### src/slot_ram.sv
// Simple dual-port memory with registered read
// Entry type set by parameter, write-first on address collision
`timescale 1ns/1ps

module slot_ram #(
  parameter type entry_t = logic [31:0],
  parameter int  DEPTH   = 64
) (
  input  logic                     i_clk,
  input  logic                     i_we,
  input  logic [$clog2(DEPTH)-1:0] i_waddr,
  input  entry_t                   i_wdata,
  input  logic                     i_re,
  input  logic [$clog2(DEPTH)-1:0] i_raddr,
  output entry_t                   o_rdata
);

  entry_t mem [DEPTH];

  always_ff @(posedge i_clk) begin
    if (i_we) begin
      mem[i_waddr] <= i_wdata;
    end
    // New data wins when both ports hit one entry
    if (i_re) begin
      if (i_we && (i_waddr == i_raddr)) begin
        o_rdata <= i_wdata;
      end else begin
        o_rdata <= mem[i_raddr];
      end
    end
  end

endmodule

### config.mk
export PLATFORM = sky130hd
export DESIGN_NAME = slot_ram
export DESIGN_NICKNAME = d
export VERILOG_FILES = /design/src/slot_ram.sv
export SDC_FILE = /design/constraint.sdc
export NUM_CORES = 2
export LEC_CHECK = 0
export BUFFER_PORTS_ARGS = -buffer_cell sky130_fd_sc_hd__buf_2
export CAP_MARGIN = 5
export CORE_MARGIN = 3
export CORE_UTILIZATION = 55
export DETAILED_ROUTE_END_ITERATION = 8
export HOLD_SLACK_MARGIN = 0.06
export PLACE_DENSITY = 0.71
export SYNTH_ARGS = -nofsm -noshare
export SYNTH_HDL_FRONTEND = slang
export SYNTH_SLANG_ARGS = --single-unit
### constraint.sdc
create_clock -name i_clk -period 7.7 [get_ports i_clk]
set_input_delay 0.77 -clock i_clk [delete_from_list [all_inputs] [get_ports i_clk]]
set_output_delay 0.77 -clock i_clk [all_outputs]
set_load 0.005 [all_outputs]
* Yosys cells after proc, flatten, opt, wreduce, memory -nomap -nowiden
Memories as Yosys holds them, arrays and structs flattened. A register that Yosys moved wholly into a read port is not among the register bits. Cells that the tools add are included.
Word-level totals: register bits 0, bits in latches 0, bits in writable memories 2048, memory bits (read-only) 0, output and inout bits 32, logic and storage cells 3, memories kept 1
Operators by class: add/subtract/negate cells 0, $mul 0, div/mod/pow operators 0, magnitude comparators 0, equal/unequal tests 0, shift operators 0, multiplexer cells 2, bitwise logic cells 0, reductions and logical operators 0
Memories:
- mem | depth 64, bits a word 32, rd ports 1, clocked after memory_dff 1, write ports 1, RTL line 18 | entry_t mem [DEPTH];
Operators with widths (number):
- $mux W1 | 2

* Logic depth before layout (Yosys ltp)
depth in word-level cells 2, depth in mapped cells 12, gate-level depth less buffers 6

* Worst setup path after synthesis
Ideal clock, no wire load.
path kind input -> register, start point in i_waddr[5], end point mem mem[48][0] (netlist bit), enable pin, library setup time 0.461 ns, arrival 3.695 ns, required time 7.239 ns, slack 3.544 ns, cell stages on the path 4, buffers on the path 1, cell sequence clkbuf_1 > nand3_1 > or3_1 > nor3_1
RTL lines:
- start: declaration | RTL line 11 | input logic [$clog2(DEPTH)-1:0] i_waddr,
- end: declaration | RTL line 18
Straight into the memory's write port.

==> results by group <==
Clock tree
  • H-tree levels: 4
  • CTS buffer count: 196
  • Post_cts resized: 0
  • CTS tree: yes
  • Clock Path Buffers: 3
  • Latest clock arrival within the worst-skew pair: 0.83 ns
  • # hold bufs at CTS: 0
  • Clock-pin slew on the worst setup and hold paths: 0.06 ns
  • Post-CTS setup buffers: 0
  • Clock sink total: 2080
  • Clock root cell: clkbuf_16

Global route
  • GR Util All Layers: 0.267
  • Vias in the first global route: 40681
  • Total gr overflow: 0
  • Initial antenna violation count: 8
  • Pin count of the biggest net entering global routing: 123
  • Global-route wire length before repair: 289000 um

Yosys
  • Post-synthesis register bit count: 2080
  • Largest area contributor in the synthesized netlist: edfxtp_1
  • Netlist cell types: 37
  • Cell with the most instances after synthesis: edfxtp_1
  • Post-synthesis sequential area ratio: 0.778
  • Synth Cell Area: 80300 um2
  • Dominant synthesized flop cell: edfxtp_1
  • Post-synthesis async set-or-reset flop share: 0
  • Synthesized net count: 4210
  • Mapped Cells: 4163
  • Most frequent cells after synthesis: edfxtp_1 (2080), mux2i_1 (816), a22oi_1 (404)
  • YS warnings: 0
  • Yosys top cell area share: 0.778
  • Post-synth EDFFs: 2080
  • Ranking of synthesized cells by area: edfxtp_1 (78%), mux2i_1 (10%), mux4_2 (3.8%)
  • Syn Area/Cell: 19.3 um2

STA
  • Tightest Pin Transition: 1.34 ns
  • Tcrit/Tclk final: 0.468
  • Worst-case hold slack: 0.327 ns
  • Slew HR: 0.104
  • RSZ-0062 raised after global routing: no
  • Worst Slack Setup Final: 4.10 ns
  • Clock Skew: 0.0333 ns
  • TNS Setup: 0 ns
  • Final Slew Violations: 0
  • Max Clock Freq: 0.277 GHz
  • Tmin final: 3.60 ns
  • Final hold vios: 0
  • # setup viols final: 0

Worst hold path
  • Hold Path Class: in2reg

Power
  • Leakage: 29.9 nW
  • Final Total Pwr: 23.0 mW
  • Worst vdd ir: 0.283 mV
  • Pwr dens: 257 nW/um2

Worst setup path
  • WP data required: 8.27 ns
  • Crit-path max FO: 36
  • Type of origin of the critical path: input pin
  • Setup CP Type: in2reg
  • Worst EP arrival: 4.17 ns
  • Critical path capture point type: flip-flop

Layout
  • Post-Layout Cell Count: 6373
  • Fillers: 9934
  • Area growth, synth to finish: 11.6%
  • Nets: 4357
  • Util after Layout: 0.621
  • Final instance area: 89600 um2
  • Layout cells sized above 1: 0.152

Flow run
  • Maxcap violations: 0

Placement
  • GP Congestion: 0.812
  • Setup Slack @ Placement: 3.15 ns
  • PortBufs: 78
  • Placed insts: 6015
  • Area after DPL: 83500 um2
  • Post-DP HPWL: 103000 um

Floorplan
  • Initial core utilization: 0.556
  • Die H: 388 um
  • Core Footprint: 144000 um2
  • Die width: 388 um
  • Area of the die: 151000 um2
  • Row count: 139
  • I/O pins: 79

Status
  • Outcome: completed

Detailed routing
  • DRC Markers: 0
  • DRT Pass-1 Iters: 5
  • Post-Route WL: 202000 um
  • Starting DRT DRC Count: 5665
  • Routed vias: 41526
  • DR WL/cell: 31.8 um
  • Routed Antenna Nets: 0
  • Via density: 6.52
[final cells by class]
class                           count  area (um2)  area share
Inverter                            3        11.3    0.000126
Sequential cell                  2080       62500       0.697
Multi-Input combinational cell   1828       17200       0.192
Antenna cell                        4        10.0    0.000112
Timing Repair Buffer              201        1470      0.0164
Tap cell                         1903        2380      0.0266
Clock inverter                    110         972      0.0108
Clock buffer                      244        5110      0.0570
[critical path, cell delays in order]
cell and delay (ns):
buf_4 0.51, nor2b_4 0.84, buf_4 0.50, a22oi_1 0.18, nand3_1 0.17, nand4_1 0.57
a32oi_1 0.42, nand2_1 0.10
[state kept, by name, summed over array words and instances, names as in the netlist]
signal   flops
mem       2048
o_rdata     32
[worst paths after layout]
kind / slack, ns / endpoint / startpoint / cells past startpoint
hold / removal: 0.33 / mem[47][1] / i_wdata[1] / 1
hold reg to reg: 0.94 / o_rdata[30] / mem[16][30] / 5
setup / recovery: 4.10 / o_rdata[9] / i_raddr[4] / 8
setup reg to reg: 5.34 / o_rdata[30] / mem[49][30] / 4
[placed cells by master (no fill, tap or decap), drive strengths merged, types with 2 or more instances in the layout]
master	count
a21oi	64
a22o	2
a22oi	404
a32oi	30
and2	2
buf	201
bufinv	12
clkbuf	244
clkinv	85
clkinvlp	5
diode	4
edfxtp	2080
inv	11
mux2i	816
mux4	137
nand2	102
nand2b	3
nand3	130
nand3b	2
nand4	34
nor2	70
nor2b	9
nor3	3
o21ai	2
or3	2
or3b	2
xnor2	3
xor2	3
[metal layers]
layer / vias to the layer above / wire (um) / global-route usage
li1: 17354 / - / -
met1: 21642 / 79700 / 0.382
met2: 2202 / 95700 / 0.417
met3: 324 / 20700 / 0.0559
met4: 4 / 6340 / 0.0860
met5: - / 24 / 0
[kinds of logic (layout without fill, tap and decap cells)]
kind of cell,Yosys count,after routing,synth area share
compound gates,506,506,0.0458
xor+xnor,6,6,0.000655
buf+inv,255,558,0.0143
flops,2080,2080,0.778
mux,953,953,0.140
other cells,0,4,0
simple gates,363,363,0.0212
[power breakdown]
part | leakage (nW) | internal, mW | switching [mW]
sequential | 18.7 | 12.6 | 0.0411
combinational | 8.24 | 0.363 | 0.818
clock | 2.96 | 5.12 | 4.11
total | 29.9 | 18.0 | 4.97
No activity file was read; power rests on OpenSTA's default activity.
