$ cat config.mk
export PLATFORM = sky130hd
export DESIGN_NAME = mod_arith_unit
export DESIGN_NICKNAME = d
export VERILOG_FILES = /design/src/fp_cop_pkg.sv /design/src/mod_arith_unit.sv
export VERILOG_INCLUDE_DIRS = /design/src /design/src/include
export SDC_FILE = /design/constraint.sdc
export NUM_CORES = 1
export LEC_CHECK = 0
export ABC_AREA = 0
export BUFFER_PORTS_ARGS = -buffer_cell sky130_fd_sc_hd__buf_2
export CAP_MARGIN = 20
export CORE_MARGIN = 4
export CORE_UTILIZATION = 30
export CTS_BUF_LIST = sky130_fd_sc_hd__clkbuf_2 sky130_fd_sc_hd__clkbuf_4 sky130_fd_sc_hd__clkbuf_8
export CTS_CLUSTER_SIZE = 10
export DETAILED_ROUTE_END_ITERATION = 8
export PLACE_DENSITY = 0.41
export SLEW_MARGIN = 20
export SYNTH_ARGS = -nofsm -noshare
export SYNTH_HDL_FRONTEND = slang
export SYNTH_SLANG_ARGS = --single-unit
$ cat constraint.sdc
create_clock -name i_clk -period 25.4 [get_ports i_clk]
set_input_delay 1.27 -clock i_clk [delete_from_list [all_inputs] [get_ports i_clk]]
set_output_delay 1.27 -clock i_clk [all_outputs]
set_load 0.01 [all_outputs]
$ cat src/include/fp_cop_params.svh
// Prime-field coprocessor parameters
// Widths, memory depths, the field modulus and AXI register map
`ifndef FP_COP_PARAMS_SVH
`define FP_COP_PARAMS_SVH

// Field element width and the 16-bit prime
`define FE_BITS        16
`define FE_MODULUS     65521

// Memory depths and address widths
`define INST_DEPTH     64
`define SLOT_DEPTH     256
`define SLOT_ADDR_BITS 8
`define INST_ADDR_BITS 6

// AXI4-Lite address map
`define REG_CTRL       32'h0000_0000
`define INST_BASE      32'h0000_1000
`define SLOT_BASE      32'h0000_2000

`endif
$ cat src/fp_cop_pkg.sv
// Shared types for the prime-field coprocessor
// Field elements, opcodes, instruction words and arithmetic ops
`include "fp_cop_params.svh"

package fp_cop_pkg;

  typedef logic [`FE_BITS-1:0] fe_t;

  typedef enum logic [3:0] {
    NOOP_WAIT   = 4'd0,
    COPY_REG    = 4'd1,
    ADD_ELEMENT = 4'd2,
    SUB_ELEMENT = 4'd3,
    MUL_ELEMENT = 4'd4
  } opcode_t;

  // Instruction word, fields from the MSB down
  typedef struct packed {
    opcode_t                    opcode;
    logic [3:0]                 rsvd;
    logic [`SLOT_ADDR_BITS-1:0] a;
    logic [`SLOT_ADDR_BITS-1:0] b;
    logic [`SLOT_ADDR_BITS-1:0] c;
  } inst_t;

  typedef enum logic [1:0] {
    ARITH_ADD,
    ARITH_SUB,
    ARITH_MUL
  } arith_op_t;

endpackage

$ cat src/mod_arith_unit.sv
// Three-stage modular add, subtract and multiply
// Whole pipeline stalls while the result is not taken
`timescale 1ns/1ps
`include "fp_cop_params.svh"

module mod_arith_unit (
  input  logic                  i_clk,
  input  logic                  i_rst,
  input  logic                  i_val,
  output logic                  o_rdy,
  input  fp_cop_pkg::arith_op_t i_op,
  input  fp_cop_pkg::fe_t       i_x,
  input  fp_cop_pkg::fe_t       i_y,
  output logic                  o_val,
  input  logic                  i_rdy,
  output fp_cop_pkg::fe_t       o_res
);

  localparam int RAW_BITS = 2 * `FE_BITS;

  logic                  adv;
  logic                  s1_val;
  logic                  s2_val;
  fp_cop_pkg::arith_op_t s1_op;
  logic [RAW_BITS-1:0]   raw_in;
  logic [RAW_BITS-1:0]   s1_raw;
  fp_cop_pkg::fe_t       red;
  fp_cop_pkg::fe_t       s2_res;

  // Stages move only when the output register is free
  assign adv   = !o_val || i_rdy;
  // Stage one can still fill while empty
  assign o_rdy = adv || !s1_val;

  // Stage one, raw sum, difference with borrow, or full product
  always_comb begin
    case (i_op)
      fp_cop_pkg::ARITH_ADD: raw_in = RAW_BITS'(i_x) + RAW_BITS'(i_y);
      fp_cop_pkg::ARITH_SUB: raw_in = RAW_BITS'({1'b0, i_x} - {1'b0, i_y});
      default:               raw_in = RAW_BITS'(i_x) * RAW_BITS'(i_y);
    endcase
  end

  // Stage two, reduce into [0, modulus)
  always_comb begin
    case (s1_op)
      fp_cop_pkg::ARITH_ADD: begin
        if (s1_raw >= RAW_BITS'(`FE_MODULUS)) begin
          red = fp_cop_pkg::fe_t'(s1_raw - `FE_MODULUS);
        end else begin
          red = fp_cop_pkg::fe_t'(s1_raw);
        end
      end
      fp_cop_pkg::ARITH_SUB: begin
        // Borrow set means wrap by adding the modulus
        if (s1_raw[`FE_BITS]) begin
          red = fp_cop_pkg::fe_t'(s1_raw + `FE_MODULUS);
        end else begin
          red = fp_cop_pkg::fe_t'(s1_raw);
        end
      end
      default: red = fp_cop_pkg::fe_t'(s1_raw % `FE_MODULUS);
    endcase
  end

  always_ff @(posedge i_clk) begin
    if (i_rst) begin
      s1_val <= 1'b0;
      s2_val <= 1'b0;
      o_val  <= 1'b0;
    end else begin
      if (o_rdy) begin
        s1_val <= i_val;
      end
      if (adv) begin
        s2_val <= s1_val;
        o_val  <= s2_val;
      end
    end
  end

  always_ff @(posedge i_clk) begin
    if (o_rdy) begin
      s1_op  <= i_op;
      s1_raw <= raw_in;
    end
    if (adv) begin
      s2_res <= red;
      o_res  <= s2_res;
    end
  end

endmodule

Word level (Yosys, flattened, before mapping)
Index checks and enable logic that the tools add are counted.
{"block": "word_totals", "ff_bits": 69, "inputBits": 38, "output_inout_bits": 18, "elab_cells": 26}
{"block": "op_classes", "n_addsub": 4, "mul": 1, "div_mod_pow": 1, "order_cmp": 1, "eq_ne": 2, "muxes": 4, "reduce_logical": 6}
{"operator": "$pmux W32 S2", "n": 1}
{"operator": "$ge A32 B16 Y1 const B", "n": 1}
{"operator": "$mod A32 B16 Y32 const B", "n": 1}
{"operator": "$mul A16 B16 Y32", "n": 1}
{"operator": "$mux W16", "n": 2}
{"operator": "$pmux W16 S2", "n": 1}
{"operator": "$add A16 B16 Y17", "n": 1}
{"operator": "$sub A16 B16 Y17", "n": 1}
{"operator": "$add A16 B16 Y16 const B", "n": 1}
{"operator": "$sub A16 B16 Y16 const B", "n": 1}
{"operator": "$eq A2 B1 Y1 const B", "n": 2}
{"operator": "$logic_not A2 Y1", "n": 2}
{"operator": "$logic_not A1 Y1", "n": 2}
{"operator": "$logic_or A1 B1 Y1", "n": 2}

Logic depth before layout (Yosys ltp)
{"block": "depth", "depth_word": 3, "ltp_mapped": 74, "ltp_nobuf": 57}

Least setup slack after synthesis
Ideal clock, no wire load.
{"block": "synth_timing", "path_kind": "register to register", "start": "register s1_raw[18]", "end": "register s2_res[14], data pin", "setup_ns": 0.254, "arrival_ns": 17.000, "t_required_ns": 25.146, "setup_slack_ns": 8.146, "stages_incl_launch_ff": 67, "n_path_buf": 12, "synth_period_minus_slack_ns": 17.254, "cell_sequence": "edfxtp_1 -> buf_2 -> or4_1 -> a31oi_4 -> a2bb2oi_2 -> mux2i_1 -> and3_1 -> nand4_1 -> a31oi_1 -> o211ai_1 -> or4_4 -> buf_6 -> a2111o_1 -> nand4_2 -> o2111ai_1 -> and4_1 -> buf_6 -> or4_4 -> [31 not listed] -> nor3_4 -> a31oi_1 -> or4_1 -> a211oi_2 -> o2111ai_1 -> nand3_1 -> nand2_1 -> ha_1 -> nand3b_1 -> o221ai_2 -> a2111oi_4 -> or2_2 -> o221ai_1 -> nand4_2 -> or4b_1 -> nor4_1 -> o21ai_1 -> a21o_1"}
{"block": "synth_between", "elab_chain_cells": 3, "word_cells_on_any_way": 4, "cone_classes": "div: 1; order compare: 1; mux: 2"}
{"element": "from (decl)", "line": "mod_arith_unit.sv:26", "rtl": "logic [RAW_BITS-1:0] s1_raw;"}
{"element": "from (signal assigned)", "line": "mod_arith_unit.sv:85", "rtl": "s1_raw <= raw_in;"}
{"element": "parallel branches: the longest is 2 deep, another holds $mod A32 B16 Y32"}
{"element": "$pmux W16 S2 *", "line": "mod_arith_unit.sv:46", "rtl": "case (s1_op)"}
{"element": "via red[14]", "line": "mod_arith_unit.sv:27", "rtl": "fp_cop_pkg::fe_t red;"}
{"element": "to (signal assigned)", "line": "mod_arith_unit.sv:88", "rtl": "s2_res <= red;"}
{"element": "to (decl)", "line": "mod_arith_unit.sv:28", "rtl": "fp_cop_pkg::fe_t s2_res;"}
Mark *: on every way through the listed nets, which the timed path passes.
A chain may end at the register's enable or synchronous reset.

Worst setup path in the final report
{"block": "layout_timing", "start": "register s1_raw[17]", "end": "register s2_res[7], data pin"}
The elaborated chain is that of the path after synthesis.

==> results.yml <==
outcome:
  outcome: "finished clean"
global_route:
  grt_overflow: 0
  grt_pass1_wl_mm: 121
  grt_usage: 0.192
  antenna_found_initial: 1
  grt_pass1_vias: 20700
  grt_start_max_net_pins: 51
synth:
  async_reset_ff_frac: 0
  yosysWarnings: 0
  synth_cell_types: 119
  post_synth.cell_area_avg_um2: 7.84
  synth_top_area_cell: "fa_1"
  yosysMostFrequentCell: "nand2_1"
  synth_fp_nets: 3176
  syn_inst: 2797
  ys_top_cells_by_area: "fa_1 (18%), edfxtp_1 (9.0%), ha_1 (8.3%)"
  synth_top_area_share: 0.179
  netlist_top_cells_count: "nand2_1 (341), inv_1 (306), fa_1 (196), nor2_1 (189), ha_1 (145)"
  synth_area_um2: 21900
  synth.yosys.seq_area_share: 0.0931
  ys_ff_latch: 69
  dominantRegCellSynth: "edfxtp_1"
  synth_edf_count: 66
placed_design:
  routabilityCongestion: 0.882
  io_buffers: 55
  dpl.hpwl_mm: 60.2
floorplan:
  die_h_um: 278
  die-area_um2: 77500
  ios: 56
  rows: 98
  start_util: 0.305
  core_area_um2: 72000
  die_x_um: 278
detailed_routing:
  drc: 0
  drt-vias-per-instance: 5.51
  firstDrtPassIters: 5
  wl_per_cell_um: 20.3
  routed_wl_mm: 75.2
  ant_nets: 0
  drt_iter0_drc: 1481
  vias: 20400
sta:
  fin_skew_ns: 0.0502
  slew_headroom: 0.301
  period_needed_ns: 21.70
  max_freq_mhz: 46.1
  rsz0062_at_grt: "false"
  finalSetupViolations: 0
  final-max-slew-violation-count: 0
  hold_viol: 0
  fin_tns_setup_ns: 0
  finalCritPeriodShare: 0.854
  tightest_slew_ns: 1.04
finish:
  final_net_count: 3132
  drive_gt1_frac: 0.0704
  area_growth_pct: 5.50
critical_path:
  worstPathRequired_ns: 25.56
  crit_path_top_delay_cell: "o21ai_1"
  critPathMaxFanout: 13
  cp-start-kind: "register"
  worstSetupPathType: "register to register"
  cp.arrival_ns: 21.86
  cpPeakStageDelay_ns: 0.79
  end_kind: "register"
  cpMostUsedCell: "mux2i_1"
clocking:
  cts_tree: "done"
  clk_latency_ns: 0.44
  clock_path_buffers: 2
  cts_max_level: 3
  cts_buffers: 9
  cts_setup_buffers: 0
  postCtsResizedCells: 0
  cts_hold_buf: 0
  clk_pin_slew_ns: 0.11
  cts_sinks: 69
  cts_root_buffer: "clkbuf_8"
job:
  cap_viol_max_count: 0
worst_hold_path:
  min_path_type: "register to register"
-- sequential cells by signal (all words and copies together), names as in the netlist --
| signal | flops |
|---|---|
| s1_op | 2 |
| o_res | 16 |
| s1_val | 1 |
| s2_res | 16 |
| s2_val | 1 |
| s1_raw | 32 |
| o_val | 1 |
-- routing by layer --
| layer | GRT usage | vias to the layer above | share of wire |
|---|---|---|---|
| met5 | 0 | - | 0 |
| met1 | 0.272 | 10000 | 0.48 |
| li1 | - | 9819 | - |
| met2 | 0.318 | 500 | 0.46 |
| met3 | 0.0156 | 65 | 0.036 |
| met4 | 0.0442 | 0 | 0.019 |
-- metrics by stage --
| step | worst slack [ns] | utilization | area [um^2] | instances | hold WS, ns |
|---|---|---|---|---|---|
| CTS | 4.09 | 0.321 | 23100 | 3706 | 0.419 |
| finish | 3.70 | 0.322 | 23100 | 3708 | 0.421 |
| detailed placement | 4.11 | 0.319 | 23000 | 3691 | 0.405 |
| global route | 2.00 | 0.322 | 23100 | 3707 | 0.432 |
| floorplan | 8.15 | - | 21900 | 2797 | 0.400 |
| global placement | 4.65 | 0.319 | 23000 | 3691 | 0.406 |
-- final timing paths --
check,to,cells after the start,slack (ns),startpoint
setup / recovery,s2_res[7],55,3.70,s1_raw[17]
hold / removal,o_res[9],0,0.42,s2_res[9]
setup reg to reg,s2_res[7],55,3.70,s1_raw[17]
hold reg to reg,o_res[9],0,0.42,s2_res[9]
-- placed cells by master (no fill, tap or decap), drive strengths merged, types with 88 or more instances in the layout --
cell,instances
a21oi,130
and2,114
fa,196
ha,145
inv,307
nand2,341
nor2,190
nor3,88
o21ai,129
xnor2,118
-- area by class of cell --
type,instances,area (um^2)
Fill cell,7660,48800
Multi-Input combinational cell,2297,18200
Sequential cell,69,2040
Tap cell,950,1190
Inverter,307,1150
Timing Repair Buffer,69,380
Clock buffer,9,124
Clock inverter,6,40.0
Antenna cell,1,2.50
-- logic make-up after synthesis --
kind of cell	count (synthesis)	share of synthesized area
flops	69	0.0931
fa+ha+maj	347	0.264
xor+xnor	161	0.0656
simple gates	1046	0.243
compound gates	682	0.228
buf+inv	431	0.0771
mux	61	0.0287
-- worst max-delay path: cells and delay by family, from the launching register on --
kind,cells,cell delay (ns)
simple gates,16,6.69
xor+xnor,2,0.46
compound gates,32,11.86
fa+ha+maj,1,0.25
flops,1,0.60
mux,4,1.54
Power is left out: the tool's default activity adds up to more than one toggle a clock period on the data nets, which glitch-free logic cannot reach.
