[src/include/fp_cop_params.svh]
// Prime-field coprocessor parameters
// Widths, memory depths, the field modulus and AXI register map
`ifndef FP_COP_PARAMS_SVH
`define FP_COP_PARAMS_SVH

// Field element width and the 16-bit prime
`define FE_BITS        16
`define FE_MODULUS     65521

// Memory depths and address widths
`define INST_DEPTH     64
`define SLOT_DEPTH     256
`define SLOT_ADDR_BITS 8
`define INST_ADDR_BITS 6

// AXI4-Lite address map
`define REG_CTRL       32'h0000_0000
`define INST_BASE      32'h0000_1000
`define SLOT_BASE      32'h0000_2000

`endif
[src/fp_cop_pkg.sv]
// Shared types for the prime-field coprocessor
// Field elements, opcodes, instruction words and arithmetic ops
`include "fp_cop_params.svh"

package fp_cop_pkg;

  typedef logic [`FE_BITS-1:0] fe_t;

  typedef enum logic [3:0] {
    NOOP_WAIT   = 4'd0,
    COPY_REG    = 4'd1,
    ADD_ELEMENT = 4'd2,
    SUB_ELEMENT = 4'd3,
    MUL_ELEMENT = 4'd4
  } opcode_t;

  // Instruction word, fields from the MSB down
  typedef struct packed {
    opcode_t                    opcode;
    logic [3:0]                 rsvd;
    logic [`SLOT_ADDR_BITS-1:0] a;
    logic [`SLOT_ADDR_BITS-1:0] b;
    logic [`SLOT_ADDR_BITS-1:0] c;
  } inst_t;

  typedef enum logic [1:0] {
    ARITH_ADD,
    ARITH_SUB,
    ARITH_MUL
  } arith_op_t;

endpackage

[src/axi_lite_bridge.sv]
// AXI4-Lite slave for host access
// Control register, instruction writes and slot reads and writes
`timescale 1ns/1ps
`include "fp_cop_params.svh"

module axi_lite_bridge (
  input  logic                       i_clk,
  input  logic                       i_rst,
  input  logic [31:0]                i_awaddr,
  input  logic                       i_awvalid,
  output logic                       o_awready,
  input  logic [31:0]                i_wdata,
  input  logic                       i_wvalid,
  output logic                       o_wready,
  output logic                       o_bvalid,
  input  logic                       i_bready,
  input  logic [31:0]                i_araddr,
  input  logic                       i_arvalid,
  output logic                       o_arready,
  output logic [31:0]                o_rdata,
  output logic                       o_rvalid,
  input  logic                       i_rready,
  output logic                       o_start,
  output logic [`INST_ADDR_BITS-1:0] o_start_pt,
  input  logic                       i_busy,
  input  logic [`INST_ADDR_BITS-1:0] i_inst_pt,
  output logic                       o_inst_we,
  output logic [`INST_ADDR_BITS-1:0] o_inst_addr,
  output fp_cop_pkg::inst_t          o_inst_wdata,
  output logic                       o_br_req,
  output logic                       o_br_we,
  output logic [`SLOT_ADDR_BITS-1:0] o_br_addr,
  output fp_cop_pkg::fe_t            o_br_wdata,
  input  logic                       i_br_gnt,
  input  fp_cop_pkg::fe_t            i_br_rdata
);

  typedef enum logic [2:0] {
    ST_IDLE, ST_WR, ST_WR_SLOT, ST_BRESP,
    ST_RD, ST_RD_SLOT, ST_RD_DATA, ST_RRESP
  } state_t;

  state_t      state;
  logic [31:0] addr_l;
  logic [31:0] wdata_l;
  logic        is_ctrl;
  logic        is_inst;
  logic        is_slot;

  // Region decode on the latched address
  assign is_ctrl = (addr_l == `REG_CTRL);
  assign is_inst = ((addr_l & 32'hFFFF_F000) == `INST_BASE);
  assign is_slot = ((addr_l & 32'hFFFF_F000) == `SLOT_BASE);

  // Side effects fire in the cycle after the write is accepted
  assign o_start      = (state == ST_WR) && is_ctrl;
  assign o_start_pt   = wdata_l[`INST_ADDR_BITS-1:0];
  assign o_inst_we    = (state == ST_WR) && is_inst;
  assign o_inst_addr  = addr_l[2 +: `INST_ADDR_BITS];
  assign o_inst_wdata = fp_cop_pkg::inst_t'(wdata_l);
  assign o_br_we      = (state == ST_WR_SLOT);
  assign o_br_addr    = addr_l[2 +: `SLOT_ADDR_BITS];
  assign o_br_wdata   = wdata_l[`FE_BITS-1:0];

  always_ff @(posedge i_clk) begin
    if (i_rst) begin
      state     <= ST_IDLE;
      o_awready <= 1'b0;
      o_wready  <= 1'b0;
      o_arready <= 1'b0;
      o_bvalid  <= 1'b0;
      o_rvalid  <= 1'b0;
      o_br_req  <= 1'b0;
    end else begin
      case (state)
        ST_IDLE: begin
          // Writes first, one transaction at a time
          if (i_awvalid && i_wvalid) begin
            o_awready <= 1'b1;
            o_wready  <= 1'b1;
            addr_l    <= i_awaddr;
            wdata_l   <= i_wdata;
            state     <= ST_WR;
          end else if (i_arvalid) begin
            o_arready <= 1'b1;
            addr_l    <= i_araddr;
            state     <= ST_RD;
          end
        end
        ST_WR: begin
          o_awready <= 1'b0;
          o_wready  <= 1'b0;
          if (is_slot) begin
            o_br_req <= 1'b1;
            state    <= ST_WR_SLOT;
          end else begin
            o_bvalid <= 1'b1;
            state    <= ST_BRESP;
          end
        end
        ST_WR_SLOT: begin
          if (i_br_gnt) begin
            o_br_req <= 1'b0;
            o_bvalid <= 1'b1;
            state    <= ST_BRESP;
          end
        end
        ST_BRESP: begin
          if (i_bready) begin
            o_bvalid <= 1'b0;
            state    <= ST_IDLE;
          end
        end
        ST_RD: begin
          o_arready <= 1'b0;
          if (is_slot) begin
            o_br_req <= 1'b1;
            state    <= ST_RD_SLOT;
          end else begin
            // Busy in bit 31, instruction pointer at the bottom
            o_rdata  <= is_ctrl ? {i_busy, {(31 - `INST_ADDR_BITS){1'b0}}, i_inst_pt} : 32'd0;
            o_rvalid <= 1'b1;
            state    <= ST_RRESP;
          end
        end
        ST_RD_SLOT: begin
          if (i_br_gnt) begin
            o_br_req <= 1'b0;
            state    <= ST_RD_DATA;
          end
        end
        ST_RD_DATA: begin
          // Slot data lands one cycle after the grant
          o_rdata  <= 32'(i_br_rdata);
          o_rvalid <= 1'b1;
          state    <= ST_RRESP;
        end
        ST_RRESP: begin
          if (i_rready) begin
            o_rvalid <= 1'b0;
            state    <= ST_IDLE;
          end
        end
        default: state <= ST_IDLE;
      endcase
    end
  end

endmodule

[config.mk]
export PLATFORM = sky130hd
export DESIGN_NAME = axi_lite_bridge
export DESIGN_NICKNAME = d
export VERILOG_FILES = /design/src/fp_cop_pkg.sv /design/src/axi_lite_bridge.sv
export VERILOG_INCLUDE_DIRS = /design/src /design/src/include
export SDC_FILE = /design/constraint.sdc
export NUM_CORES = 1
export LEC_CHECK = 0
export BUFFER_PORTS_ARGS = -buffer_cell sky130_fd_sc_hd__clkbuf_2
export CAP_MARGIN = 20
export CORE_AREA = 2 2 127 116
export CTS_BUF_LIST = sky130_fd_sc_hd__clkbuf_16
export DETAILED_ROUTE_END_ITERATION = 6
export DIE_AREA = 0 0 129 118
export GPL_ROUTABILITY_DRIVEN = 0
export PLACE_DENSITY = 0.69
export SLEW_MARGIN = 20
export SYNTH_ARGS = -nofsm -noshare
export SYNTH_HDL_FRONTEND = slang
export SYNTH_SLANG_ARGS = --single-unit
[constraint.sdc]
create_clock -name i_clk -period 2.4 [get_ports i_clk]
set_input_delay 0.36 -clock i_clk [delete_from_list [all_inputs] [get_ports i_clk]]
set_output_delay 0.36 -clock i_clk [all_outputs]
set_load 0.02 [all_outputs]
# Word level (Yosys, flattened, before mapping)
# Index checks and enable logic that the tools add are counted.
# word_totals
ff_bits	104
inputBits	127
wordCells	82
# classes
n_eq_ne	21
muxes	28
bitwise_logic	1
n_reduce_logical	23
# ops
op	n
$mux 32	4
$pmux 32 s2	1
$logic_not 32->1	1
$pmux 3 s8	1
$eq 20x1->1 const B	1
$eq 20x2->1 const B	1
$mux 3	6
$reduce_and 3->1	6
$ne 2x2->1 const B	8
$eq 3x3->1 const B	4
$mux 1	10
$reduce_bool 2->1	5
$eq 3x2->1 const B	2
$ne 2x1->1 const B	3
$pmux 1 s2	3
$pmux 1 s3	2
$reduce_bool 3->1	2
$reduce_and 5->1	1
$reduce_and 4->1	1
$reduce_or 2->1	2
$eq 3x1->1 const B	1
$logic_and 1x1->1	3
$logic_not 3->1	1
$ne 3x3->1 const B	1
3 further kinds	3

# Longest topological paths before layout
# depth
word_depth	4
mapped_depth	5
ltp_nobuf	4

# Worst setup path before layout
# Ideal clock, no wire load.
# synth_timing
path_type	input -> register
start	input i_awvalid
end	register addr_l[0], enable pin
arrival_time_ns	1.860
required_ns	2.009
path_slack_ns	0.149
path_stages	4
path_buffers	2
path_cell_list	and2_1 > clkbuf_1 > clkbuf_1 > o21a_1
# synth_via
elab_chain_cells	3
# synth_rtl
item	line_no	source
start, declared	axi_lite_bridge.sv:10	input logic i_awvalid,
$logic_and 1x1->1	axi_lite_bridge.sv:78	if (i_awvalid && i_wvalid) begin
$reduce_bool 2->1 (no line)	--	
$reduce_and 3->1 (no line)	--	
end signal, assigned	axi_lite_bridge.sv:81	addr_l <= i_awaddr;
end signal, assigned	axi_lite_bridge.sv:86	addr_l <= i_araddr;
end, declared	axi_lite_bridge.sv:44	logic [31:0] addr_l;
# No other way between the ends.
# A chain may end at the register's enable or synchronous reset.

# Final worst setup path
# layout_timing
start	register addr_l[12]
end	output o_start
# layout_via
elab_chain_cells	2
# layout_rtl
item	line_no	source
$logic_not 32->1 (no line)	--	
$logic_and 1x1->1	axi_lite_bridge.sv:56	assign o_start = (state == ST_WR) && is_ctrl;
end, declared	axi_lite_bridge.sv:23	output logic o_start,
# No other way between the ends.

==> summary.txt <==
Layout cells sized above 1 = 0.604
CP max stage cell = or4_4
Post-route ant nets = 0
I/O Pins = 236
Hold_buf cts = 0
Max Clock Freq = 424 MHz
Worst-case clock buffer depth = 2
Worst Path Max Fanout = 3
Reg2reg start = addr_l[18]$_DFFE_PP_
Total wire length = 9230 um
Cell Chain, Critical Path = nor4_1 -> nand4_1 -> or4_4 -> nor2b_4 -> buf_8
Crit Path Class = flop to output port
Synth cell types = 41
Kind of end point of the critical path = output port
Total Routing Usage GR = 0.120
Syn Inst Count = 282
Setup_tns = 0 ps
Layout Cells excl Fill = 675
Run status = complete, no violations
Port Buf Inserts = 220
Fraction of registers with async set/reset = 0
Synthesized area = 3970 um2
Crit-path leading delay family = simple AND/OR/NAND/NOR gates
Peak per-stage delay on the critical path = 550 ps
Commonest non-fill, non-tap cell in the layout = clkbuf_2
Clk_lat worst skew = 340 ps
Type of the worst min-delay path = input port to flop
Most frequent cells in the layout = clkbuf_2, edfxtp_1, mux2_2, nand2_1, conb_1
First-pass iteration count of the detailed router = 4
GRT overflow = 0
#FFs+latches synth = 89
CTS tree = done
Row count = 41
Buf+Inv Stages, Crit Path = 1
First-pass GRT wire length = 13800 um
Final setup fails = 0
Via density = 4.17
CTS root buffer = clkbuf_16
LEAKAGE = 2.33 nW
Initial Util = 0.285
Critical path launch point type = flop
Number of global-route vias before repair = 2697
Peak supply drop = 0.000475 V
Main synth FF type = edfxtp_1
Hold Vio Cnt, Final = 0
Fin nets = 604
Hold_ws = 196 ps
Min Tclk post-route = 2360 ps
Clk_skew = 7.96 ps
Synthesis-to-layout area growth = 36.4%
Max-Cap Viols = 0
Dpl cells = 657
Clock Sinks = 89
Diodes inserted = 0
DPL Wire Length = 7150 um
PD cells = 863 nW/um2
Unrepaired setup endpoints after global routing = yes
Via count = 2812
Worst path required time = 2040 ps
Htree depth = 3
Die ar. = 15200 um2
Sequential share of the synthesized area = 0.654
CTS buffer count = 9
Core area = 13900 um2
Mean post-synth cell area = 14.1 um2
DRC = 0
Post-route clock period utilization = 0.983
Initial antenna violation count = 0
Number of flops mapped to enable cells by yosys = 81
Die width = 129 um
Final max-slew violation count = 0
Die Span Y = 118 um
Largest net degree at the start of global routing = 34
Critical Path AT = 2000 ps
DR WL/cell = 13.7 um
Setup crit start = addr_l[12]$_DFFE_PP_
Worst hold start = i_wdata[16]
CTS clk-pin slew, worst paths = 60 ps
Starting DRC count in detailed routing = 103
Synth warn = 0
logic make-up after synthesis:
kind of cell           Yosys count  synth area share
DFF                             89             0.654
and+or+nand+nor                 67            0.0903
buffers and inverters           65             0.113
muxes                           33            0.0934
AOI/OAI and AO/OA               27            0.0489
other                            1          0.000946
per-stage QoR:
step	area (um2)	utilization	setup WS [ps]	power (mW)
2_1_floorplan	4020	-	149	2.79
3_3_place_gp	5000	0.360	239	3.07
3_5_place_dp	5000	0.360	227	3.11
4_1_cts	5390	0.388	-67.9	4.74
5_1_grt	5410	0.389	-76.6	4.92
6_report	5410	0.389	39.8	4.67
timing repair:
action | in CTS | in global routing
hold endpoints to repair | 0 | 0
buffers inserted | 2 | 0
gates cloned | 0 | 0
pin swaps | 3 | 4
gates resized for setup | 5 | 5
endpoints found under the setup margin | 1 | 2
synthesized netlist by cell type, drive strengths merged, types with 2 or more instances:
| cell | instances | share of area |
|---|---|---|
| a21oi | 4 | 0.0050 |
| dfxtp | 8 | 0.040 |
| nor2 | 9 | 0.0085 |
| a2bb2oi | 2 | 0.0044 |
| nor3b | 3 | 0.0057 |
| inv | 3 | 0.0028 |
| and2 | 12 | 0.019 |
| nor2b | 2 | 0.0038 |
| edfxtp | 81 | 0.61 |
| nand2 | 20 | 0.019 |
| o21ai | 8 | 0.016 |
| nor4 | 8 | 0.013 |
| nand4 | 2 | 0.0032 |
| o22ai | 2 | 0.0032 |
| mux2 | 32 | 0.091 |
| clkbuf | 9 | 0.0085 |
| nor3 | 3 | 0.0038 |
| or4 | 2 | 0.0047 |
| a31oi | 3 | 0.0047 |
| buf | 53 | 0.10 |
| o21a | 2 | 0.0038 |
final timing paths:
check,end,slack (ps),cells after the start
setup / recovery,o_start,40,5
hold / removal,o_inst_wdata[16]$_DFFE_PP_,200,1
setup reg to reg,o_rdata[15]$_SDFFCE_PN0P_,360,5
hold reg to reg,o_br_req$_SDFFE_PP0P_,510,1
registers in the layout (all words and copies together), names as in the netlist:
signal,cells
o_rvalid,1
o_rdata,17
state,3
o_wready,1
addr_l,32
o_arready,1
o_br_req,1
o_inst_wdata,32
o_bvalid,1
area by class of cell:
type,count,area (um2)
multi-input combinational,142,1020
inverter,3,11.3
timing repair buffer,232,1200
fill,1357,8490
sequential,89,2590
clock buffer,9,225
clock inverter,7,119
tap,193,241
where the power goes:
group / switching, mW / internal (mW) / total (mW)
clock network: 0.572 / 1.02 / 1.59
registers: 0.151 / 1.95 / 2.10
logic: 0.591 / 0.390 / 0.981
total: 1.31 / 3.35 / 4.67
layer usage:
| layer | share of wire | global-route usage |
|---|---|---|
| met5 | 0 | 0 |
| met4 | 0.012 | 0.0387 |
| met3 | 0.073 | 0.0409 |
| met2 | 0.51 | 0.206 |
| met1 | 0.41 | 0.140 |
No activity file was read; power rests on OpenSTA's default activity.
