[src/include/fp_cop_params.svh]
// Prime-field coprocessor parameters
// Widths, memory depths, the field modulus and AXI register map
`ifndef FP_COP_PARAMS_SVH
`define FP_COP_PARAMS_SVH

// Field element width and the 16-bit prime
`define FE_BITS        16
`define FE_MODULUS     65521

// Memory depths and address widths
`define INST_DEPTH     64
`define SLOT_DEPTH     256
`define SLOT_ADDR_BITS 8
`define INST_ADDR_BITS 6

// AXI4-Lite address map
`define REG_CTRL       32'h0000_0000
`define INST_BASE      32'h0000_1000
`define SLOT_BASE      32'h0000_2000

`endif
[src/fp_cop_pkg.sv]
// Shared types for the prime-field coprocessor
// Field elements, opcodes, instruction words and arithmetic ops
`include "fp_cop_params.svh"

package fp_cop_pkg;

  typedef logic [`FE_BITS-1:0] fe_t;

  typedef enum logic [3:0] {
    NOOP_WAIT   = 4'd0,
    COPY_REG    = 4'd1,
    ADD_ELEMENT = 4'd2,
    SUB_ELEMENT = 4'd3,
    MUL_ELEMENT = 4'd4
  } opcode_t;

  // Instruction word, fields from the MSB down
  typedef struct packed {
    opcode_t                    opcode;
    logic [3:0]                 rsvd;
    logic [`SLOT_ADDR_BITS-1:0] a;
    logic [`SLOT_ADDR_BITS-1:0] b;
    logic [`SLOT_ADDR_BITS-1:0] c;
  } inst_t;

  typedef enum logic [1:0] {
    ARITH_ADD,
    ARITH_SUB,
    ARITH_MUL
  } arith_op_t;

endpackage

[src/inst_sequencer.sv]
// Instruction sequencer
// Fetches, decodes and runs field instructions against slot memory
`timescale 1ns/1ps
`include "fp_cop_params.svh"

module inst_sequencer (
  input  logic                       i_clk,
  input  logic                       i_rst,
  input  logic                       i_start,
  input  logic [`INST_ADDR_BITS-1:0] i_start_pt,
  output logic                       o_busy,
  output logic [`INST_ADDR_BITS-1:0] o_inst_pt,
  output logic                       o_inst_re,
  output logic [`INST_ADDR_BITS-1:0] o_inst_raddr,
  input  fp_cop_pkg::inst_t          i_inst,
  output logic                       o_sq_req,
  output logic                       o_sq_we,
  output logic [`SLOT_ADDR_BITS-1:0] o_sq_addr,
  output fp_cop_pkg::fe_t            o_sq_wdata,
  input  logic                       i_sq_gnt,
  input  fp_cop_pkg::fe_t            i_rdata,
  output logic                       o_arith_val,
  input  logic                       i_arith_rdy,
  output fp_cop_pkg::arith_op_t      o_arith_op,
  output fp_cop_pkg::fe_t            o_arith_x,
  output fp_cop_pkg::fe_t            o_arith_y,
  input  logic                       i_arith_val,
  output logic                       o_arith_rdy,
  input  fp_cop_pkg::fe_t            i_arith_res
);

  typedef enum logic [3:0] {
    S_IDLE, S_FETCH, S_DECODE, S_RD_A, S_GET_A,
    S_RD_B, S_GET_B, S_ISSUE, S_RESULT, S_WR
  } state_t;

  state_t                     state;
  logic [`INST_ADDR_BITS-1:0] inst_pt;
  fp_cop_pkg::fe_t            op_x;
  fp_cop_pkg::fe_t            op_y;
  fp_cop_pkg::fe_t            result_l;
  logic                       is_copy;

  // Instruction read port holds its word until the next fetch
  assign is_copy      = (i_inst.opcode == fp_cop_pkg::COPY_REG);
  assign o_busy       = (state != S_IDLE);
  assign o_inst_pt    = inst_pt;
  assign o_inst_re    = (state == S_FETCH);
  assign o_inst_raddr = inst_pt;

  // Slot requests held for as long as the state waits on a grant
  assign o_sq_req   = (state == S_RD_A) || (state == S_RD_B) || (state == S_WR);
  assign o_sq_we    = (state == S_WR);
  assign o_sq_wdata = result_l;

  always_comb begin
    case (state)
      S_RD_A:  o_sq_addr = i_inst.a;
      S_RD_B:  o_sq_addr = i_inst.b;
      // COPY_REG writes to b, the others to c
      default: o_sq_addr = is_copy ? i_inst.b : i_inst.c;
    endcase
  end

  always_comb begin
    case (i_inst.opcode)
      fp_cop_pkg::ADD_ELEMENT: o_arith_op = fp_cop_pkg::ARITH_ADD;
      fp_cop_pkg::SUB_ELEMENT: o_arith_op = fp_cop_pkg::ARITH_SUB;
      default:                 o_arith_op = fp_cop_pkg::ARITH_MUL;
    endcase
  end

  assign o_arith_val = (state == S_ISSUE);
  assign o_arith_x   = op_x;
  assign o_arith_y   = op_y;
  assign o_arith_rdy = 1'b1;

  always_ff @(posedge i_clk) begin
    if (i_rst) begin
      state   <= S_IDLE;
      inst_pt <= '0;
    end else begin
      case (state)
        S_IDLE: begin
          if (i_start) begin
            inst_pt <= i_start_pt;
            state   <= S_FETCH;
          end
        end
        S_FETCH: state <= S_DECODE;
        S_DECODE: begin
          case (i_inst.opcode)
            fp_cop_pkg::COPY_REG,
            fp_cop_pkg::ADD_ELEMENT,
            fp_cop_pkg::SUB_ELEMENT,
            fp_cop_pkg::MUL_ELEMENT: state <= S_RD_A;
            // NOOP_WAIT and unknown codes halt
            default: state <= S_IDLE;
          endcase
        end
        S_RD_A: begin
          if (i_sq_gnt) begin
            state <= S_GET_A;
          end
        end
        S_GET_A: begin
          op_x     <= i_rdata;
          result_l <= i_rdata;
          state    <= is_copy ? S_WR : S_RD_B;
        end
        S_RD_B: begin
          if (i_sq_gnt) begin
            state <= S_GET_B;
          end
        end
        S_GET_B: begin
          op_y  <= i_rdata;
          state <= S_ISSUE;
        end
        S_ISSUE: begin
          if (i_arith_rdy) begin
            state <= S_RESULT;
          end
        end
        S_RESULT: begin
          if (i_arith_val) begin
            result_l <= i_arith_res;
            state    <= S_WR;
          end
        end
        S_WR: begin
          if (i_sq_gnt) begin
            inst_pt <= inst_pt + 1'b1;
            state   <= S_FETCH;
          end
        end
        default: state <= S_IDLE;
      endcase
    end
  end

endmodule

[config.mk]
export PLATFORM = sky130hd
export DESIGN_NAME = inst_sequencer
export DESIGN_NICKNAME = d
export VERILOG_FILES = /design/src/fp_cop_pkg.sv /design/src/inst_sequencer.sv
export VERILOG_INCLUDE_DIRS = /design/src /design/src/include
export SDC_FILE = /design/constraint.sdc
export NUM_CORES = 1
export LEC_CHECK = 0
export BUFFER_PORTS_ARGS = -buffer_cell sky130_fd_sc_hd__buf_4
export CAP_MARGIN = 20
export CORE_ASPECT_RATIO = 0.75
export CORE_MARGIN = 5
export CORE_UTILIZATION = 45
export DETAILED_ROUTE_END_ITERATION = 6
export PLACE_DENSITY = 0.81
export RECOVER_POWER = 100
export SETUP_SLACK_MARGIN = 0.5
export SLEW_MARGIN = 40
export SYNTH_ARGS = -nofsm -noshare
export SYNTH_HDL_FRONTEND = slang
export SYNTH_SLANG_ARGS = --single-unit
[constraint.sdc]
create_clock -name i_clk -period 4.85 [get_ports i_clk]
set_input_delay 0.2425 -clock i_clk [delete_from_list [all_inputs] [get_ports i_clk]]
set_output_delay 0.2425 -clock i_clk [all_outputs]
set_load 0.1 [all_outputs]
# Word level (Yosys, flattened, before mapping)
# Index checks and enable logic that the tools add are counted.
[totals] regBits=58 inputBits=76 out_inout_bits=76
[op_classes] reduce_logical=12 addsub=1 bitwise=1 n_eq_ne=19 n_mux=17
[op_table] cell="one-hot mux 4 bit (10 select lines)" count=1
[op_table] cell="one-hot mux 16 bit (2 select lines)" count=1
[op_table] cell="two-way mux 4 bit" count=7
[op_table] cell="== test 4 x 3 -> 1 bit (second input constant)" count=5
[op_table] cell="== test 4 x 2 -> 1 bit (second input constant)" count=4
[op_table] cell="two-way mux 16 bit" count=1
[op_table] cell="one-hot mux 8 bit (2 select lines)" count=1
[op_table] cell="two-way mux 6 bit" count=2
[op_table] cell="one-hot mux 6 bit (2 select lines)" count=1
[op_table] cell="== test 4 x 1 -> 1 bit (second input constant)" count=2
[op_table] cell="== test 4 bit (second input constant)" count=2
[op_table] cell="two-way mux 8 bit" count=1
[op_table] cell="inequality test 2 bit (second input constant)" count=4
[op_table] cell="adder 6 x 1 -> 6 bit (second input constant)" count=1
[op_table] cell="AND reduction 3 bit" count=2
[op_table] cell="AND reduction 6 bit" count=1
[op_table] cell="logical NOT 4 bit" count=1
[op_table] cell="inequality test 2 x 1 -> 1 bit (second input constant)" count=2
[op_table] cell="one-hot mux 2 bit (2 select lines)" count=1
[op_table] cell="AND reduction 2 bit" count=2
[op_table] cell="nonzero test 2 bit" count=2
[op_table] cell="nonzero test 4 bit" count=1
[op_table] cell="OR reduction 4 bit" count=1
[op_table] cell="logical OR 1 bit" count=2
[op_table] cell="other kinds (2)" count=2

# Logic depth before layout (Yosys ltp)
[depth] depth_word=4 depth_mapped=6 ltp_nobuf=5

# Least setup slack after synthesis
# Ideal clock, no wire load.
[synth_path] path_type="register -> register" from="reg state[3]" to="reg result_l[0] (netlist: o_sq_wdata[0]), enable pin" path_stages_with_launch=4 setup_slack_ps=1007 synth_period_minus_slack_ps=3843 arrival_ps=3366 required_time_ps=4372 path_cell_list="dfxtp_1 buf_2 nand3_1 a2111oi_0"
[synth_via] elab_chain_len=3
[synth_rtl] item="start, declared" line_no="inst_sequencer.sv:37" text="state_t state;"
[synth_rtl] item="start signal, assigned" line_no="inst_sequencer.sv:109" text="state <= is_copy ? S_WR : S_RD_B;"
[synth_rtl] item="== test 4 bit or == test 4 x 3 -> 1 bit (tied branches)" line_no="inst_sequencer.sv:83" text="case (state)"
[synth_rtl] item="inequality test 2 bit (no source line) or nonzero test 2 bit (tied branches)"
[synth_rtl] item="AND reduction 3 bit (no source line) *"
[synth_rtl] item="end signal, assigned" line_no="inst_sequencer.sv:108" text="result_l <= i_rdata;"
[synth_rtl] item="end signal, assigned" line_no="inst_sequencer.sv:127" text="result_l <= i_arith_res;"
[synth_rtl] item="end, declared" line_no="inst_sequencer.sv:41" text="fp_cop_pkg::fe_t result_l;"
# Every way passes the cells marked *; elsewhere a longest branch is shown, timed or not.
# A chain may end at the register's enable or synchronous reset.

# Worst setup path after layout
[layout_path] from="reg state[3]" to="reg result_l[12] (netlist: o_sq_wdata[12]) (data pin)"
[layout_via] elab_chain_len=2
[layout_rtl] item="== test 4 bit or == test 4 x 3 -> 1 bit (tied branches)" line_no="inst_sequencer.sv:83"
[layout_rtl] item="one-hot mux 16 bit (2 select lines) *" line_no="inst_sequencer.sv:83"
# Marks and branches as above.

==> impl_metrics.toml <==
[placed_design]
gpl.final_weighted_congestion = 0.8208
placed_cell_area_um2 = 3901
buffer_ports.inserted = 146
half_perimeter_wire_length_after_placement_mm = 5.768

[sta]
timing.slew.headroom = -0.4266
clock_skew_ps = 9.822
finalHoldViolCount = 0
rsz_0062_raised_after_global_routing = "false"
final_min_period_over_clock_period = 0.7307
final_period_minus_worst_setup_slack_ps = 3544
worst_slew_pin_slew_ps = 2110
max_clock_freq_mhz = 282.2
fin_setup_tns_ps = 0
setup_viol = 0
holdWs_ps = 148.8
finalMaxSlewViolations = 11

[floorplanning]
dieWidth_um = 100.7
core-area_um2 = 5916
design.die.area_um2 = 7857
die-height_um = 78.03
rows = 24
io_pins = 152
start_util = 0.4693

[finish]
post-route-util = 0.6349
n_fill_cell = 571
layout-area-overhead-vs-synth_pct = 35.29
layout_common_cells = "sky130_fd_sc_hd__clkbuf_1, sky130_fd_sc_hd__buf_4, sky130_fd_sc_hd__edfxtp_1, sky130_fd_sc_hd__mux2_2, sky130_fd_sc_hd__o21ai_0"
mostFrequentLayoutCell = "sky130_fd_sc_hd__clkbuf_1"
antenna_diode_instance_count = 0
nNetsFinal = 441
final_non_filler_cell_area_um2 = 3756
share_of_post_route_cells_with_drive_strength_above_1 = 0.2412

[yosys]
post_synth.cell_area_avg_um2 = 12.62
yosysTopAreaCell = "sky130_fd_sc_hd__edfxtp_1"
postSynthRegisterBits = 58
seq_area_frac_synth = 0.5913
ys.flop_type = "sky130_fd_sc_hd__edfxtp_1"
yosys.area.top_type_share = 0.5192
yosysWarningCount = 0
netlist_top_cells_area = "sky130_fd_sc_hd__edfxtp_1, sky130_fd_sc_hd__dfxtp_1, sky130_fd_sc_hd__mux2_2"
netlist_instances = 220
synth-edff-count = 48
post_synth_num_cell_types = 52
ys_async_sr_fraction = 0
syn-cell-area_um2 = 2776
postSynthNetCount = 297

[setup_path]
timing.critical_path.from_type = "flop"
top_delay_family_on_crit_path = "simple AND/OR/NAND/NOR gates"
crit_type = "reg2reg"
critical_path.max_stage_delay_ps = 1700
worstPathBufferInverterCount = 1
rr_endpoint = "o_sq_wdata[12]"
timing.critical_path.arrival_ps = 3620
cp_slowest_cell = "sky130_fd_sc_hd__nor4b_1"
worstSetupPathDepth = 3
reg2reg_slack_ps = 1310
timing.critical_path.from = "state[3]"
worst_r2r_startpoint = "state[3]"
worst_setup_path_endpoint = "o_sq_wdata[12]"
type_of_destination_of_the_critical_path = "flop"
ff2ff_path_depth = 3
worstPathCellList = "nor4b_1 -> clkbuf_1 -> mux2_2"
worst-endpoint-required_ps = 4930
critical_path_peak_fanout = 18

[clocking]
clock_transition_at_the_registers_of_the_reported_paths_ps = 70
clockBufferDepth = 2
number_of_buffers_inserted_by_post_cts_setup_repair = 0
post_cts_resized = 0
cts_tree = "done"
clkSinkCount = 58
insertion_delay_ps = 330
cts_max_level = 3
tritoncts.num_buffers = 9
clock_tree.root_cell = "sky130_fd_sc_hd__clkbuf_8"
cts_hold_repair.buffers = 0

[global_route]
grt_pass1_wl_mm = 11.84
gr_overflow_total = 0
grt_start_max_net_pins = 23
grt.total_usage = 0.1938
antenna_found_initial = 0
grt_pass1_vias = 2247

[pwr]
pwr_density_cell_nw_per_um2 = 405.8
report.power.total_uw = 1524
power.leakage_uw = 0.001343
worst_vdd_rail_ir_drop_uv = 215.3

[flow_run]
max_cap_viol_count = 1

[status]
run_status = "complete, but fails checks"
failing_checks = "capacitance limit, slew limit"

[drt]
first_pass_iteration_count_of_the_detailed_router = 4
vias = 2374
post_detailed_route_count_of_antenna_violating_nets = 0
postRouteWirelength_mm = 7.919
wire_per_inst_um = 17.72
dr.first_iter.drc_count = 132
avgViaCountPerCell = 5.311
post-route-drc-count = 0

[min_path]
hold_path.class = "in2reg"
[through the flow]
stage,setup WS (ps),std cells
after global placement,2413,431
after CTS,2026,447
after floorplan,1007,220
after detailed placement,2393,431
final,1306,447
after global routing,958.9,447
[layout make-up]
| class | count | area, um2 | share of cell area |
|---|---|---|---|
| sequential | 58 | 1642 | 0.4370 |
| multi-input combinational | 141 | 975.9 | 0.2598 |
| timing repair buffer | 150 | 777.0 | 0.2069 |
| clock inverter | 7 | 125.1 | 0.03331 |
| clock buffer | 9 | 123.9 | 0.03298 |
| tap | 78 | 97.59 | 0.02598 |
| inverter | 4 | 15.01 | 0.003997 |
[cell usage after synthesis (3+ instances only)]
cell	n
sky130_fd_sc_hd__nand2_1	10
sky130_fd_sc_hd__a21oi_1	10
sky130_fd_sc_hd__buf_4	9
sky130_fd_sc_hd__buf_2	4
sky130_fd_sc_hd__o21a_1	4
sky130_fd_sc_hd__and3_1	3
sky130_fd_sc_hd__nand2b_1	6
sky130_fd_sc_hd__nor3_1	7
sky130_fd_sc_hd__inv_1	3
sky130_fd_sc_hd__and2_1	9
sky130_fd_sc_hd__mux2_2	15
sky130_fd_sc_hd__edfxtp_1	48
sky130_fd_sc_hd__o21ai_0	11
sky130_fd_sc_hd__nor2_1	11
sky130_fd_sc_hd__nor2b_1	4
sky130_fd_sc_hd__a221o_1	7
sky130_fd_sc_hd__dfxtp_1	10
sky130_fd_sc_hd__nand3_1	5
[cells by family after synthesis]
logic type      count (synthesis)  share of synthesized area
simple gates                   71                     0.1546
compound gates                 50                     0.1289
flops                          58                     0.5913
other cells                     1                   0.001351
mux                            17                    0.06850
buf+inv                        21                    0.04777
xor+xnor                        1                   0.003155
fa+ha+maj                       1                   0.004506
[worst min-delay path by stage]
stage,from,slack (ps),to,depth (start not counted)
final,i_rdata[5],150,o_arith_y[5],1
after global routing,i_rdata[2],130,o_arith_x[2],1
after CTS,i_rdata[15],90,o_arith_y[15],1
after detailed placement,i_rdata[7],440,o_arith_x[7],1
after global placement,i_rdata[3],440,o_arith_x[3],1
after floorplan,i_rdata[0],340,o_arith_x[0],0
[worst reg2reg max path: stages (launching register included)]
cell	delay, ps
sky130_fd_sc_hd__dfxtp_1	660
sky130_fd_sc_hd__nor4b_1	1700
sky130_fd_sc_hd__clkbuf_1	530
sky130_fd_sc_hd__mux2_2	410
[flip-flops by register name (all words and copies together), names as in the netlist]
| name | count |
|---|---|
| o_arith_y | 16 |
| state | 4 |
| o_sq_wdata | 16 |
| o_arith_x | 16 |
| o_inst_pt | 6 |
[power breakdown]
part	internal, uW	switching, uW	total (uW)
clock	345	204	549
combinational	89.9	303	393
sequential	553	29.1	582
total	988	536	1520
[metal layers]
| layer | vias to the layer above | global-route usage | part of all wire |
|---|---|---|---|
| met4 | 0 | 0.06864 | 0.023 |
| met1 | 1137 | 0.2330 | 0.40 |
| met5 | - | 0 | 0 |
| met2 | 99 | 0.3344 | 0.51 |
| met3 | 12 | 0.05226 | 0.071 |
| li1 | 1126 | - | - |
No activity file was read; power rests on OpenSTA's default activity.
